### config.mk
export PLATFORM = sky130hd
export DESIGN_NAME = nfc_card_detector
export DESIGN_NICKNAME = d
export VERILOG_FILES = /design/src/logic/nfc_pkg.sv /design/src/logic/nfc_frame_builder.sv /design/src/logic/nfc_response_capture.sv /design/src/logic/nfc_transceive_seq.sv /design/src/logic/nfc_protocol_ctrl.sv /design/src/logic/nfc_card_detector.sv
export SDC_FILE = /design/constraint.sdc
export NUM_CORES = 1
export LEC_CHECK = 0
export BUFFER_PORTS_ARGS = -buffer_cell sky130_fd_sc_hd__clkbuf_2
export CAP_MARGIN = 10
export CORE_UTILIZATION = 34
export DETAILED_ROUTE_END_ITERATION = 16
export HOLD_SLACK_MARGIN = 0.05
export PLACE_DENSITY = 0.5
export SLEW_MARGIN = 20
export SYNTH_ARGS = -nofsm -noshare
export SYNTH_HDL_FRONTEND = slang
export SYNTH_SLANG_ARGS = --single-unit
### constraint.sdc
create_clock -name clk -period 3.1 [get_ports clk]
set_clock_uncertainty 0.05 [all_clocks]
set_input_delay 0.62 -clock clk [delete_from_list [all_inputs] [get_ports clk]]
set_output_delay 0.62 -clock clk [all_outputs]
set_load 0.05 [all_outputs]
### src/logic/nfc_pkg.sv
// Shared MFRC522 register map, ISO14443A codes and bus types
// Covers cascade level 1 only, so 4-byte UIDs

package nfc_pkg;

  typedef logic [5:0]  nfc_addr_t;
  typedef logic [7:0]  nfc_byte_t;
  typedef logic [31:0] card_uid_t;   // First received byte in 31:24

  // MFRC522 registers
  localparam nfc_addr_t reg_command    = 6'h01;
  localparam nfc_addr_t reg_comirq     = 6'h04;
  localparam nfc_addr_t reg_fifodata   = 6'h09;
  localparam nfc_addr_t reg_fifolevel  = 6'h0A;
  localparam nfc_addr_t reg_bitframing = 6'h0D;
  localparam nfc_addr_t reg_txmode     = 6'h12;
  localparam nfc_addr_t reg_rxmode     = 6'h13;

  // Register values
  localparam nfc_byte_t pcd_transceive = 8'h0C;
  localparam nfc_byte_t irq_clear_all  = 8'h7F;
  localparam nfc_byte_t fifo_flush     = 8'h80;   // FlushBuffer bit
  localparam nfc_byte_t crc_enable     = 8'h80;
  localparam nfc_byte_t crc_disable    = 8'h00;
  localparam nfc_byte_t framing_short  = 8'h87;   // StartSend, 7 bits
  localparam nfc_byte_t framing_full   = 8'h80;   // StartSend, 8 bits

  // ISO14443A codes
  localparam nfc_byte_t cmd_reqa     = 8'h26;
  localparam nfc_byte_t cmd_sel_cl1  = 8'h93;
  localparam nfc_byte_t nvb_anticoll = 8'h20;
  localparam nfc_byte_t nvb_select   = 8'h70;
  localparam logic [15:0] atqa_mifare = 16'h0004;

  localparam int rx_irq_bit      = 5;
  localparam int sak_cascade_bit = 2;

  // Error codes
  localparam nfc_byte_t err_cascade = 8'h01;
  localparam nfc_byte_t err_no_card = 8'hFF;

  typedef enum logic [1:0] {
    prot_reqa,
    prot_anticoll,
    prot_select
  } prot_step_t;

  typedef struct packed {
    logic      write;
    nfc_addr_t addr;
    nfc_byte_t wdata;
  } nfc_cmd_t;

  typedef struct packed {
    logic [3:0] tx_length;   // Bytes written to the FIFO
    nfc_byte_t  framing;     // BitFramingReg value
    logic       crc_en;
  } frame_cfg_t;

endpackage

### src/logic/nfc_frame_builder.sv
`timescale 1ns/10ps
// Transmit frame per protocol step, SELECT carries its own BCC
// CRC bytes come from the reader, not from here

module nfc_frame_builder (
  input  nfc_pkg::prot_step_t   step,
  input  logic [3:0]            tx_index,
  input  nfc_pkg::card_uid_t    uid,
  output nfc_pkg::frame_cfg_t   frame_cfg,
  output nfc_pkg::nfc_byte_t    tx_byte
);

  nfc_pkg::nfc_byte_t bcc;

  assign bcc = uid[31:24] ^ uid[23:16] ^ uid[15:8] ^ uid[7:0];

  always_comb begin
    frame_cfg.tx_length = 4'd1;   // REQA, short frame
    frame_cfg.framing   = nfc_pkg::framing_short;
    frame_cfg.crc_en    = 1'b0;
    tx_byte             = nfc_pkg::cmd_reqa;
    case (step)
      nfc_pkg::prot_anticoll: begin
        frame_cfg.tx_length = 4'd2;
        frame_cfg.framing   = nfc_pkg::framing_full;
        tx_byte = (tx_index == 4'd0) ? nfc_pkg::cmd_sel_cl1 : nfc_pkg::nvb_anticoll;
      end
      nfc_pkg::prot_select: begin
        frame_cfg.tx_length = 4'd7;
        frame_cfg.framing   = nfc_pkg::framing_full;
        frame_cfg.crc_en    = 1'b1;
        case (tx_index)
          4'd0:    tx_byte = nfc_pkg::cmd_sel_cl1;
          4'd1:    tx_byte = nfc_pkg::nvb_select;
          4'd2:    tx_byte = uid[31:24];   // Received order
          4'd3:    tx_byte = uid[23:16];
          4'd4:    tx_byte = uid[15:8];
          4'd5:    tx_byte = uid[7:0];
          default: tx_byte = bcc;
        endcase
      end
      default: ;
    endcase
  end

endmodule

### src/logic/nfc_response_capture.sv
`timescale 1ns/10ps
// Sorts received FIFO bytes into ATQA, UID or SAK by protocol step
// Anticollision BCC (byte 4) is not stored

module nfc_response_capture (
  input  logic                  clk,
  input  logic                  rst_n,
  input  nfc_pkg::prot_step_t   step,
  input  logic                  rx_valid,
  input  logic [3:0]            rx_index,
  input  nfc_pkg::nfc_byte_t    rx_data,
  output logic [15:0]           atqa,
  output nfc_pkg::card_uid_t    uid,
  output nfc_pkg::nfc_byte_t    sak
);

  always_ff @(posedge clk or negedge rst_n) begin
    if (!rst_n) begin
      atqa <= 16'h0000;
      uid  <= 32'h0000_0000;
      sak  <= 8'h00;
    end else if (rx_valid) begin
      case (step)
        nfc_pkg::prot_reqa: begin
          if (rx_index == 4'd0) atqa[7:0]  <= rx_data;   // Low byte first
          if (rx_index == 4'd1) atqa[15:8] <= rx_data;
        end
        nfc_pkg::prot_anticoll: begin
          // Byte 0 lands in 31:24
          if (rx_index < 4'd4) uid[{~rx_index[1:0], 3'b000} +: 8] <= rx_data;
        end
        default: begin
          if (rx_index == 4'd0) sak <= rx_data;
        end
      endcase
    end
  end

endmodule

### src/logic/nfc_transceive_seq.sv
`timescale 1ns/10ps
// One MFRC522 transceive per xfer_start, response capped at 15 bytes
// RxIRq is polled without a timeout, a silent reader stalls the sequence

module nfc_transceive_seq (
  input  logic                  clk,
  input  logic                  rst_n,
  input  logic                  xfer_start,
  output logic                  xfer_done,
  input  nfc_pkg::frame_cfg_t   frame_cfg,
  output logic [3:0]            tx_index,
  input  nfc_pkg::nfc_byte_t    tx_byte,
  output logic                  nfc_cmd_valid,
  input  logic                  nfc_cmd_ready,
  output nfc_pkg::nfc_cmd_t     nfc_cmd,
  input  nfc_pkg::nfc_byte_t    nfc_cmd_rdata,
  input  logic                  nfc_cmd_done,
  output logic                  rx_valid,
  output logic [3:0]            rx_index,
  output nfc_pkg::nfc_byte_t    rx_data
);

  typedef enum logic [3:0] {
    st_idle, st_clr_irq, st_flush, st_tx_mode,
    st_rx_mode, st_fifo_wr, st_transceive, st_framing,
    st_poll, st_level, st_read
  } seq_state_t;

  seq_state_t         state;
  logic               pending;      // Command out, waiting for done
  logic               cmd_end;
  logic               last_rx;
  logic [3:0]         rx_count;
  logic [6:0]         fifo_level;
  nfc_pkg::nfc_byte_t crc_mode;

  assign cmd_end       = pending && nfc_cmd_done;
  assign nfc_cmd_valid = (state != st_idle) && !pending && nfc_cmd_ready;
  assign fifo_level    = nfc_cmd_rdata[6:0];
  assign last_rx       = (rx_index == rx_count - 4'd1);
  assign crc_mode      = frame_cfg.crc_en ? nfc_pkg::crc_enable : nfc_pkg::crc_disable;

  assign rx_valid  = cmd_end && (state == st_read);
  assign rx_data   = nfc_cmd_rdata;
  assign xfer_done = cmd_end && (((state == st_read) && last_rx) ||
                                 ((state == st_level) && (fifo_level == 7'd0)));

  // Fields only depend on state and indices, so they hold until done
  always_comb begin
    nfc_cmd.write = 1'b1;
    nfc_cmd.addr  = nfc_pkg::reg_comirq;
    nfc_cmd.wdata = nfc_pkg::irq_clear_all;
    case (state)
      st_flush: begin
        nfc_cmd.addr  = nfc_pkg::reg_fifolevel;
        nfc_cmd.wdata = nfc_pkg::fifo_flush;
      end
      st_tx_mode: begin
        nfc_cmd.addr  = nfc_pkg::reg_txmode;
        nfc_cmd.wdata = crc_mode;
      end
      st_rx_mode: begin
        nfc_cmd.addr  = nfc_pkg::reg_rxmode;
        nfc_cmd.wdata = crc_mode;
      end
      st_fifo_wr: begin
        nfc_cmd.addr  = nfc_pkg::reg_fifodata;
        nfc_cmd.wdata = tx_byte;
      end
      st_transceive: begin
        nfc_cmd.addr  = nfc_pkg::reg_command;
        nfc_cmd.wdata = nfc_pkg::pcd_transceive;
      end
      st_framing: begin
        nfc_cmd.addr  = nfc_pkg::reg_bitframing;
        nfc_cmd.wdata = frame_cfg.framing;
      end
      st_poll, st_level, st_read: begin
        nfc_cmd.write = 1'b0;
        nfc_cmd.wdata = 8'h00;
        if (state == st_level) nfc_cmd.addr = nfc_pkg::reg_fifolevel;
        if (state == st_read)  nfc_cmd.addr = nfc_pkg::reg_fifodata;
      end
      default: ;
    endcase
  end

  always_ff @(posedge clk or negedge rst_n) begin
    if (!rst_n) begin
      state    <= st_idle;
      pending  <= 1'b0;
      tx_index <= 4'd0;
      rx_index <= 4'd0;
      rx_count <= 4'd0;
    end else begin
      if (nfc_cmd_valid) pending <= 1'b1;
      else if (cmd_end)  pending <= 1'b0;
      case (state)
        st_idle: if (xfer_start) begin
          tx_index <= 4'd0;
          state    <= st_clr_irq;
        end
        st_clr_irq:    if (cmd_end) state <= st_flush;
        st_flush:      if (cmd_end) state <= st_tx_mode;
        st_tx_mode:    if (cmd_end) state <= st_rx_mode;
        st_rx_mode:    if (cmd_end) state <= st_fifo_wr;
        st_fifo_wr: if (cmd_end) begin
          if (tx_index == frame_cfg.tx_length - 4'd1) state <= st_transceive;
          else tx_index <= tx_index + 4'd1;
        end
        st_transceive: if (cmd_end) state <= st_framing;
        st_framing:    if (cmd_end) state <= st_poll;
        st_poll: if (cmd_end && nfc_cmd_rdata[nfc_pkg::rx_irq_bit]) state <= st_level;
        st_level: if (cmd_end) begin
          rx_index <= 4'd0;
          rx_count <= (fifo_level > 7'd15) ? 4'd15 : fifo_level[3:0];
          state    <= (fifo_level == 7'd0) ? st_idle : st_read;
        end
        st_read: if (cmd_end) begin
          if (last_rx) state <= st_idle;
          else rx_index <= rx_index + 4'd1;
        end
        default: state <= st_idle;
      endcase
    end
  end

endmodule

### src/logic/nfc_protocol_ctrl.sv
`timescale 1ns/10ps
// REQA, anticollision CL1 and SELECT CL1 in order, one transceive each
// A SAK asking for cascade level 2 ends the detection with err_cascade

module nfc_protocol_ctrl #(
  parameter int max_reqa_tries = 4
) (
  input  logic                  clk,
  input  logic                  rst_n,
  input  logic                  detect_start,
  output logic                  idle,
  output nfc_pkg::prot_step_t   step,
  output logic                  xfer_start,
  input  logic                  xfer_done,
  input  logic [15:0]           atqa,
  input  nfc_pkg::card_uid_t    uid,
  input  nfc_pkg::nfc_byte_t    sak,
  output logic                  card_detected,
  output logic                  card_ready,
  output logic                  start_auth,
  output logic                  detection_error,
  output nfc_pkg::card_uid_t    card_uid,
  output nfc_pkg::nfc_byte_t    error_code
);

  localparam int try_w = $clog2(max_reqa_tries + 1);

  typedef enum logic [1:0] {
    st_idle,
    st_xfer,    // Transceive running
    st_check    // Response evaluated here
  } ctrl_state_t;

  ctrl_state_t      state;
  logic [try_w-1:0] bad_atqa_cnt;
  logic             select_ok;

  assign idle      = (state == st_idle);
  assign select_ok = (state == st_check) && (step == nfc_pkg::prot_select) &&
                     !sak[nfc_pkg::sak_cascade_bit];

  always_ff @(posedge clk or negedge rst_n) begin
    if (!rst_n) begin
      state           <= st_idle;
      step            <= nfc_pkg::prot_reqa;
      xfer_start      <= 1'b0;
      bad_atqa_cnt    <= '0;
      card_detected   <= 1'b0;
      card_ready      <= 1'b0;
      start_auth      <= 1'b0;
      detection_error <= 1'b0;
      error_code      <= 8'h00;
    end else begin
      xfer_start <= 1'b0;
      start_auth <= 1'b0;
      case (state)
        st_idle: if (detect_start) begin
          card_detected   <= 1'b0;
          card_ready      <= 1'b0;
          detection_error <= 1'b0;
          error_code      <= 8'h00;
          bad_atqa_cnt    <= '0;
          step            <= nfc_pkg::prot_reqa;
          xfer_start      <= 1'b1;
          state           <= st_xfer;
        end
        st_xfer: if (xfer_done) state <= st_check;
        st_check: begin
          state <= st_xfer;   // Next exchange unless finished below
          case (step)
            nfc_pkg::prot_reqa: begin
              if (atqa == nfc_pkg::atqa_mifare) begin
                card_detected <= 1'b1;
                step          <= nfc_pkg::prot_anticoll;
                xfer_start    <= 1'b1;
              end else if (bad_atqa_cnt == try_w'(max_reqa_tries - 1)) begin
                detection_error <= 1'b1;   // Every attempt gave a wrong ATQA
                error_code      <= nfc_pkg::err_no_card;
                state           <= st_idle;
              end else begin
                bad_atqa_cnt <= bad_atqa_cnt + 1'b1;
                xfer_start   <= 1'b1;
              end
            end
            nfc_pkg::prot_anticoll: begin
              step       <= nfc_pkg::prot_select;
              xfer_start <= 1'b1;
            end
            default: begin
              state <= st_idle;
              if (select_ok) begin
                card_ready <= 1'b1;
                start_auth <= 1'b1;
              end else begin
                detection_error <= 1'b1;
                error_code      <= nfc_pkg::err_cascade;
              end
            end
          endcase
        end
        default: state <= st_idle;
      endcase
    end
  end

  always_ff @(posedge clk) begin
    if (select_ok) card_uid <= uid;
  end

endmodule

### src/logic/nfc_card_detector.sv
`timescale 1ns/10ps
// ISO14443A card detection over the MFRC522 register bus, cascade level 1 only
// IRQ rising edges are ignored while a detection runs

module nfc_card_detector #(
  parameter int max_reqa_tries = 4
) (
  input  logic                  clk,
  input  logic                  rst_n,
  input  logic                  nfc_irq,
  output logic                  nfc_cmd_valid,
  input  logic                  nfc_cmd_ready,
  output nfc_pkg::nfc_cmd_t     nfc_cmd,
  input  nfc_pkg::nfc_byte_t    nfc_cmd_rdata,
  input  logic                  nfc_cmd_done,
  output logic                  card_detected,
  output logic                  card_ready,
  output logic                  start_auth,
  output logic                  detection_error,
  output nfc_pkg::card_uid_t    card_uid,
  output nfc_pkg::nfc_byte_t    error_code
);

  logic                  irq_prev;
  logic                  detect_start;
  logic                  idle;
  logic                  xfer_start;
  logic                  xfer_done;
  logic                  rx_valid;
  logic [3:0]            tx_index;
  logic [3:0]            rx_index;
  logic [15:0]           atqa;
  nfc_pkg::prot_step_t   step;
  nfc_pkg::frame_cfg_t   frame_cfg;
  nfc_pkg::nfc_byte_t    tx_byte;
  nfc_pkg::nfc_byte_t    rx_data;
  nfc_pkg::nfc_byte_t    sak;
  nfc_pkg::card_uid_t    uid;

  always_ff @(posedge clk or negedge rst_n) begin
    if (!rst_n) begin
      irq_prev <= 1'b0;
    end else begin
      irq_prev <= nfc_irq;
    end
  end

  assign detect_start = nfc_irq && !irq_prev && idle;   // Rising edge, idle only

  nfc_protocol_ctrl #(
    .max_reqa_tries(max_reqa_tries)
  ) u_ctrl (
    .clk(clk), .rst_n(rst_n), .detect_start(detect_start), .idle(idle),
    .step(step), .xfer_start(xfer_start), .xfer_done(xfer_done),
    .atqa(atqa), .uid(uid), .sak(sak),
    .card_detected(card_detected), .card_ready(card_ready), .start_auth(start_auth),
    .detection_error(detection_error), .card_uid(card_uid), .error_code(error_code)
  );

  nfc_transceive_seq u_seq (
    .clk(clk), .rst_n(rst_n), .xfer_start(xfer_start), .xfer_done(xfer_done),
    .frame_cfg(frame_cfg), .tx_index(tx_index), .tx_byte(tx_byte),
    .nfc_cmd_valid(nfc_cmd_valid), .nfc_cmd_ready(nfc_cmd_ready), .nfc_cmd(nfc_cmd),
    .nfc_cmd_rdata(nfc_cmd_rdata), .nfc_cmd_done(nfc_cmd_done),
    .rx_valid(rx_valid), .rx_index(rx_index), .rx_data(rx_data)
  );

  nfc_frame_builder u_frame (
    .step(step), .tx_index(tx_index), .uid(uid), .frame_cfg(frame_cfg), .tx_byte(tx_byte)
  );

  nfc_response_capture u_capture (
    .clk(clk), .rst_n(rst_n), .step(step), .rx_valid(rx_valid), .rx_index(rx_index),
    .rx_data(rx_data), .atqa(atqa), .uid(uid), .sak(sak)
  );

endmodule

==> reports/summary.json, run 1 <==
{
  "run_status": {
    "outcome": "complete, no violations"
  },
  "setup_path": {
    "worst_setup_path_end_kind": "output port",
    "critical_path.cell_chain": "inv_2 -> ha_4 -> nor2_1 -> a221o_1 -> o221ai_1 -> a21oi_1 -> or2_2 -> buf_6",
    "timing.critical_path.buf_inv": 2,
    "worst_path_max_fanout": 5,
    "startpoint_type": "register",
    "max_stage_delay_ns": 0.45,
    "timing.critical_path.slowest_stage_cell": "sky130_fd_sc_hd__dfrtp_2",
    "crit_required_ns": 2.43,
    "cpLargestDelayFamily": "compound AO/OA/AOI/OAI gates",
    "worst_ep_arrival_time_ns": 2.35,
    "worstSetupPathType": "register to output port"
  },
  "synthesis": {
    "synth-seq-cells": 112,
    "ys_async_sr_fraction_pct": 71.4,
    "synth.cell_area_um2": 5820,
    "synth-edff-count": 32,
    "synth_largest_type_area_fraction_pct": 34.4,
    "synth_top_area_cell": "sky130_fd_sc_hd__dfrtp_1",
    "yosys.cell_count.top_type": "sky130_fd_sc_hd__nand2_1",
    "synth_area_leaders": "sky130_fd_sc_hd__dfrtp_1 34%, sky130_fd_sc_hd__edfxtp_1 16%, sky130_fd_sc_hd__nand2_1 6.1%",
    "yosys_warnings": 0,
    "post_synth_inst_count": 569,
    "mapped_avg_cell_area_um2": 10.2,
    "synth_flop_cell": "sky130_fd_sc_hd__dfrtp_1",
    "sequential_area_share_after_synthesis_pct": 50.9,
    "postSynthNetCount": 597,
    "synth_top_cells_by_count": "94 x sky130_fd_sc_hd__nand2_1, 80 x sky130_fd_sc_hd__dfrtp_1, 61 x sky130_fd_sc_hd__o21ai_0",
    "netlist-cell-type-count": 67
  },
  "route": {
    "drtPass1Iterations": 6,
    "drt.antenna.violating_nets": 0,
    "drt-initial-drc-count": 234,
    "route.detailed.wl_per_inst_um": 17.2,
    "routed_wl_mm": 14.8,
    "vias": 4398,
    "routed_via_density": 5.13,
    "route.detailed.drc": 0
  },
  "cts": {
    "ctsHtreeMaxLevel": 3,
    "ctsLongestPathBuffers": 2,
    "clkSlewWorstSetupHoldPaths_ns": 0.07,
    "clockRootBuffer": "sky130_fd_sc_hd__clkbuf_16",
    "clock_tree_from_tritoncts": "done",
    "clkSinkCount": 112,
    "clkLatencyLatePin_ns": 0.36,
    "cts_hold_buffers": 0,
    "numCtsBuffers": 9
  },
  "grt": {
    "grt_pass1_wl_mm": 23.4,
    "overall_fraction_of_global_route_tracks_in_use_pct": 17.3,
    "grt_overflow": 0,
    "grt_pass1_vias": 4342,
    "antenna_found_initial": 0,
    "grt_max_degree": 81
  },
  "floorplanning": {
    "design.core.area_um2": 16600,
    "boundaryPins": 73,
    "chipWidth_um": 133,
    "rows": 47,
    "chipHeight_um": 133,
    "design.die.area_um2": 17700,
    "initial_core_util_pct": 35.0
  },
  "cells_and_area": {
    "num_antenna_cells": 0,
    "synthToLayoutAreaGrowth_pct": 17.0,
    "final-instance-count-excl-fill": 858,
    "drive_above_1_share_pct": 24.5,
    "final_area_um2": 6820,
    "nNetsFinal": 661,
    "fillerInstances": 1612
  },
  "power_and_ir_drop": {
    "leakage_nw": 2.92,
    "power_density_nw_per_um2": 917,
    "maximum_ir_drop_on_the_vdd_rail_v": 0.000634
  },
  "timing": {
    "share_of_the_cycle_needed_by_the_critical_path_after_routing_pct": 97.3,
    "maxSlewViolCount": 0,
    "timing.max_slew.rel_slack_pct": 40.7,
    "setup_viol": 0,
    "finalHoldViolCount": 0,
    "finalSetupTns_ns": 0,
    "timing_worst_slew_pin_value_ns": 0.882,
    "max_freq_ghz": 0.331,
    "period_minus_slack_ns": 3.02,
    "postLayoutSetupSlackWorst_ns": 0.0834
  },
  "place": {
    "gp_routability_congestion": 0.845,
    "detailedPlacementHpwl_mm": 10.9,
    "place_inst": 838,
    "place.port_buffers": 71,
    "pre_cts_ws_ns": 0.189,
    "placed_area_um2": 6380
  },
  "run": {
    "maxCapViolCount": 0
  },
  "min_path": {
    "hold_path.class": "input port to asynchronous set/reset pin"
  }
}
path summary, 6_finish.rpt:
check,slack [ns],from,cells after the start,to
worst max-delay path,0.08,u_seq.tx_index[1]$_DFFE_PN0P_,8,nfc_cmd[4]
worst min-delay path,0.24,rst_n,1,u_capture.atqa[9]$_DFFE_PN0P_
worst max register to register,0.80,u_seq.state[2]$_DFFE_PN0P_,5,u_capture.uid[9]$_DFFE_PN0P_
worst min register to register,0.43,u_ctrl.bad_atqa_cnt[2]$_DFFE_PN0P_,2,u_ctrl.bad_atqa_cnt[2]$_DFFE_PN0P_
max in group asynchronous,2.21,rst_n,1,u_seq.tx_index[1]$_DFFE_PN0P_
min in group clk,0.35,nfc_irq,1,irq_prev$_DFF_PN0_
sequential cells by signal, summed over array words and instances (netlist names):
name / flops
u_seq.tx_index: 4
u_seq.state: 4
u_ctrl.start_auth: 1
u_capture.uid: 32
u_ctrl.state: 2
u_ctrl.card_ready: 1
u_capture.atqa: 16
u_seq.pending: 1
u_ctrl.card_detected: 1
u_seq.rx_index: 4
u_capture.sak: 1
irq_prev: 1
u_ctrl.error_code: 2
u_ctrl.card_uid: 32
u_seq.rx_count: 4
u_ctrl.xfer_start: 1
u_ctrl.bad_atqa_cnt: 3
u_ctrl.step: 2
final cells by class:
type                    count  area, µm²  share of cell area, %
inverters                  21       78.8                   1.16
clock inverters             6       67.6                  0.991
multi-input cells         399       2670                   39.1
well taps                 220        275                   4.04
flip-flops and latches    112       2970                   43.5
repair buffers             90        524                   7.69
clock buffers              10        239                   3.51
where the power goes:
part           switching, mW  total, mW  leakage [nW]  internal (mW)
Clock                  0.568       1.16         0.151          0.593
Sequential             0.276       2.05          1.42           1.77
Combinational           2.03       3.04          1.36           1.01
metrics by stage:
stage / hold slack [ns] / utilization (%) / total power [mW]
global route: 0.311 / 41.0 / 6.64
CTS: 0.337 / 40.5 / 6.23
floorplan: 0.274 / - / 4.36
global placement: 0.413 / 38.3 / 4.97
detailed placement: 0.414 / 38.3 / 5.01
finish: 0.239 / 41.0 / 6.25
timing repair:
item / in CTS / in global routing
pin swaps: 1 / 4
endpoints found under the setup margin: 6 / 5
buffers inserted: 3 / 1
gates resized for setup: 10 / 22
cell usage in the layout, fill, tap and decap left out, types with 7 or more instances in the layout:
master / instances
sky130_fd_sc_hd__nor3_1: 9
sky130_fd_sc_hd__xor2_1: 8
sky130_fd_sc_hd__clkbuf_16: 9
sky130_fd_sc_hd__a221oi_1: 7
sky130_fd_sc_hd__dfrtp_1: 78
sky130_fd_sc_hd__nor2_1: 20
sky130_fd_sc_hd__clkbuf_2: 65
sky130_fd_sc_hd__o21ai_0: 59
sky130_fd_sc_hd__mux2_2: 19
sky130_fd_sc_hd__buf_4: 21
sky130_fd_sc_hd__inv_1: 19
sky130_fd_sc_hd__nand3_1: 17
sky130_fd_sc_hd__edfxtp_1: 32
sky130_fd_sc_hd__a21oi_1: 21
sky130_fd_sc_hd__ha_1: 11
sky130_fd_sc_hd__nand2_1: 94
sky130_fd_sc_hd__xnor2_1: 22
cell families after synthesis:
logic type | share of synthesized area, %
AOI/OAI and AO/OA | 16.8
muxes | 4.02
and+or+nand+nor | 15.4
DFF | 50.9
other | 0.0644
buffers and inverters | 4.68
xor gates and xnor gates | 4.90
adders and majority gates | 3.22
metal layers:
metal	global-route usage, %	part of all wire [%]
met5	0	0
met4	5.81	2.2
met3	3.91	4.0
met2	29.9	51
met1	21.1	43
No activity file was read; power rests on OpenSTA's default activity.
==> inputs of run 2 (changes only) <==
CORE_MARGIN = 5   (was default)
CTS_BUF_LIST = sky130_fd_sc_hd__clkbuf_2 sky130_fd_sc_hd__clkbuf_4 sky130_fd_sc_hd__clkbuf_8   (was default)
SLEW_MARGIN = default   (was 20)
==> reports/summary.json, run 2 (same netlist as run 1, synthesis figures left out) <==
{
  "cells_and_area": {
    "mostFrequentLayoutCells": "94 x sky130_fd_sc_hd__nand2_1, 78 x sky130_fd_sc_hd__dfrtp_1, 65 x sky130_fd_sc_hd__clkbuf_2",
    "final-instance-count-excl-fill": {"value": 862, "change": "+0.47%"},
    "drive_above_1_share": {"value": 25.4, "unit": "%", "change": "+0.94 points"},
    "fillerInstances": {"value": 1671, "change": "+3.7%"},
    "final_area": {"value": 6780, "unit": "µm²", "change": "-0.59%"},
    "nNetsFinal": {"value": 665, "change": "+0.61%"},
    "synthToLayoutAreaGrowth_pct": 16.3,
    "largest_registers_in_the_final_layout": "u_capture.uid (32), u_ctrl.card_uid (32), u_capture.atqa (16)",
    "multi_input_combinational_cell_area": {"value": 2710, "unit": "µm²", "change": "+1.7%"},
    "mostFrequentLayoutCell": "sky130_fd_sc_hd__nand2_1",
    "num_antenna_cells": {"value": 0, "change": "unchanged"},
    "register_area": {"value": 2970, "unit": "µm²", "change": "unchanged"}
  },
  "power_and_ir_drop": {
    "internal-power": {"value": 3.15, "unit": "mW", "change": "-6.5%"},
    "power_density": {"value": 886, "unit": "nW/µm²", "change": "-3.3%"},
    "post-layout-total-power": {"value": 6.00, "unit": "mW", "change": "-3.9%"},
    "power.switching": {"value": 2.85, "unit": "mW", "change": "-0.83%"},
    "maximum_ir_drop_on_the_vdd_rail": {"value": 0.000664, "unit": "V", "change": "+4.7%"},
    "p_comb_share": {"value": 52.1, "unit": "%", "change": "+3.5 points"},
    "power.switching_fraction": {"value": 47.5, "unit": "%", "change": "+1.5 points"},
    "pwr-share-seq": {"value": 34.3, "unit": "%", "change": "+1.5 points"},
    "pwr-share-clk": {"value": 13.6, "unit": "%", "change": "-5.0 points"},
    "leakage": {"value": 2.89, "unit": "nW", "change": "-1.2%"}
  },
  "min_path": {
    "hold_path.class": "input port to register",
    "depth_of_the_worst_hold_timing_path": 1
  },
  "floorplanning": {
    "rows": {"value": 47, "change": "unchanged"},
    "design.die.area": {"value": 19800, "unit": "µm²", "change": "+12%"},
    "chipHeight": {"value": 141, "unit": "µm", "change": "+6.0%"},
    "chipWidth": {"value": 141, "unit": "µm", "change": "+6.0%"},
    "boundaryPins": {"value": 73, "change": "unchanged"},
    "initial_core_util": {"value": 34.9, "unit": "%", "change": "-0.12 points"},
    "design.core.area": {"value": 16700, "unit": "µm²", "change": "+0.35%"}
  },
  "timing": {
    "setup_viol": {"value": 0, "change": "unchanged"},
    "share_of_the_cycle_needed_by_the_critical_path_after_routing": {"value": 97.5, "unit": "%", "change": "+0.20 points"},
    "timing_worst_slew_pin_value": {"value": 1.04, "unit": "ns", "change": "+0.153 ns"},
    "period_minus_slack": {"value": 3.02, "unit": "ns", "change": "+0.00622 ns"},
    "grt_setup_unrepaired": "yes",
    "maxSlewViolCount": {"value": 0, "change": "unchanged"},
    "max_freq": {"value": 0.331, "unit": "GHz", "change": "-0.21%"},
    "finalHoldViolCount": {"value": 0, "change": "unchanged"},
    "finalHoldWorstSlack": {"value": 0.314, "unit": "ns", "change": "+0.0752 ns"},
    "finalSetupTns": {"value": 0, "unit": "ns", "change": "unchanged"},
    "timing.max_slew.rel_slack": {"value": 31.0, "unit": "%", "change": "-9.7 points"}
  },
  "cts": {
    "clockRootBuffer": "sky130_fd_sc_hd__clkbuf_8",
    "ctsHtreeMaxLevel": {"value": 3, "change": "unchanged"},
    "ctsLongestPathBuffers": {"value": 2, "change": "unchanged"},
    "clkLatencyLatePin": {"value": 0.39, "unit": "ns", "change": "+0.03 ns"},
    "numCtsBuffers": {"value": 9, "change": "unchanged"},
    "clkSlewWorstSetupHoldPaths": {"value": 0.11, "unit": "ns", "change": "+0.04 ns"},
    "clock_tree_from_tritoncts": "done",
    "clkSinkCount": {"value": 112, "change": "unchanged"}
  },
  "route": {
    "drt-initial-drc-count": {"value": 370, "change": "+58%"},
    "route.detailed.wl_per_inst": {"value": 17.7, "unit": "µm", "change": "+2.7%"},
    "routed_via_density": {"value": 5.14, "change": "+0.24%"},
    "drtPass1Iterations": {"value": 4, "change": "-2"},
    "drt.antenna.violating_nets": {"value": 0, "change": "unchanged"},
    "vias": {"value": 4429, "change": "+0.70%"},
    "routed_wl": {"value": 15.3, "unit": "mm", "change": "+3.2%"},
    "route.detailed.drc": {"value": 0, "change": "unchanged"}
  },
  "setup_path": {
    "timing.critical_path.buf_inv": {"value": 2, "change": "unchanged"},
    "worst_setup_path_end_kind": "output port",
    "instance_count_on_the_critical_path": {"value": 6, "change": "-2"},
    "worstRegToRegCells": {"value": 8, "change": "+3"},
    "timing.critical_path.slowest_stage_cell": "sky130_fd_sc_hd__dfrtp_1",
    "critical_path.cell_chain": "inv_1 -> a221o_1 -> a311oi_1 -> o211ai_1 -> a21o_1 -> buf_6",
    "cpLargestDelayFamily": "compound AO/OA/AOI/OAI gates",
    "startpoint_type": "register",
    "worst_path_max_fanout": {"value": 11, "change": "+6"},
    "crit_required": {"value": 2.43, "unit": "ns", "change": "about the same"},
    "worstSetupPathType": "register to output port",
    "worst_ep_arrival_time": {"value": 2.35, "unit": "ns", "change": "about the same"},
    "max_stage_delay": {"value": 0.61, "unit": "ns", "change": "+0.16 ns"}
  },
  "grt": {
    "grt_pass1_wl": {"value": 23.9, "unit": "mm", "change": "+2.1%"},
    "grt_overflow": {"value": 0, "change": "unchanged"},
    "antenna_found_initial": {"value": 0, "change": "unchanged"},
    "overall_fraction_of_global_route_tracks_in_use": {"value": 15.3, "unit": "%", "change": "-1.9 points"},
    "grt_pass1_vias": {"value": 4304, "change": "-0.88%"},
    "grt_max_degree": {"value": 81, "change": "unchanged"}
  },
  "place": {
    "detailedPlacementHpwl": {"value": 11.1, "unit": "mm", "change": "+1.5%"},
    "place_inst": {"value": 836, "change": "-0.24%"},
    "place.port_buffers": {"value": 71, "change": "unchanged"},
    "gp_routability_congestion": {"value": 0.863, "change": "+2.2%"},
    "placed_area": {"value": 6360, "unit": "µm²", "change": "-0.24%"}
  },
  "run": {
    "maxCapViolCount": {"value": 0, "change": "unchanged"}
  },
  "run_status": {
    "outcome": "complete, no violations"
  }
}
## run 2: changes by cell type in the layout (fill, tap and decap cells not counted), moves of 2 or more
cell | before | now
sky130_fd_sc_hd__clkbuf_16 | 9 | 0
sky130_fd_sc_hd__clkbuf_8 | 1 | 9
sky130_fd_sc_hd__buf_4 | 21 | 23
sky130_fd_sc_hd__buf_8 | 0 | 2
sky130_fd_sc_hd__clkinv_8 | 2 | 0
sky130_fd_sc_hd__inv_2 | 2 | 0
sky130_fd_sc_hd__or2_2 | 4 | 2
sky130_fd_sc_hd__or2_4 | 0 | 2
## run 2: timing repair
item / 4_1_cts / 5_1_grt
hold buffers: 0 / 0
endpoints found under the setup margin: 7 / 4
resized for setup: 17 / 28
buffers inserted: 4 / 6
pin swaps: 0 / 14
## run 2: metrics by stage
stage / util, % / worst slack [ns]
floorplan: - / 0.164
global placement: 38.1 / 0.246
detailed placement: 38.1 / 0.183
CTS: 39.7 / 0.00572
global route: 40.6 / -0.0340
finish: 40.6 / 0.0772
## run 2: area by class of cell
class	instances	area share (%)
multi-input combinational	399	40.0
tap	220	4.06
sequential	112	43.8
clock inverter	6	0.628
clock buffer	10	1.94
inverter	21	1.24
timing repair buffer	94	8.37
## run 2: worst paths after layout
| kind | from | slack (ns) | endpoint |
|---|---|---|---|
| worst max register to register | u_ctrl.step[0]$_DFFE_PN0P_ | 0.58 | u_seq.tx_index[3]$_DFFE_PN0P_ |
| worst max-delay path | u_seq.tx_index[2]$_DFFE_PN0P_ | 0.08 | nfc_cmd[1] |
| min in group asynchronous | rst_n | 0.35 | u_capture.atqa[14]$_DFFE_PN0P_ |
| max in group asynchronous | rst_n | 1.90 | u_seq.tx_index[1]$_DFFE_PN0P_ |
| worst min register to register | u_ctrl.card_ready$_DFFE_PN0P_ | 0.46 | u_ctrl.card_ready$_DFFE_PN0P_ |
| worst min-delay path | nfc_irq | 0.31 | irq_prev$_DFF_PN0_ |
## run 2: metal layers
metal | vias up | global-route usage [%] | routed length [µm]
met4 | 0 | 5.61 | 382
met3 | 25 | 3.15 | 680
met2 | 107 | 25.9 | 7540
met5 | - | 0 | 0
li1 | 2164 | - | -
met1 | 2133 | 19.5 | 6670
## run 2: worst register-to-register path: stages (launching register included)
cell,delay [ns]
sky130_fd_sc_hd__dfrtp_1,0.43
sky130_fd_sc_hd__inv_1,0.09
sky130_fd_sc_hd__ha_1,0.29
sky130_fd_sc_hd__buf_4,0.22
sky130_fd_sc_hd__a21bo_2,0.24
sky130_fd_sc_hd__a41oi_2,0.28
sky130_fd_sc_hd__nand3_1,0.20
sky130_fd_sc_hd__or3_1,0.37
sky130_fd_sc_hd__a21boi_0,0.24
## run 2: power by group through the flow
stage	Sequential, mW	Clock (mW)	Combinational (mW)
finish	2.06	0.816	3.13
global placement	2.07	0	2.90
detailed placement	2.08	0	2.94
CTS	2.06	0.851	3.01
global route	2.10	0.904	3.40
floorplan	2.06	0	2.30
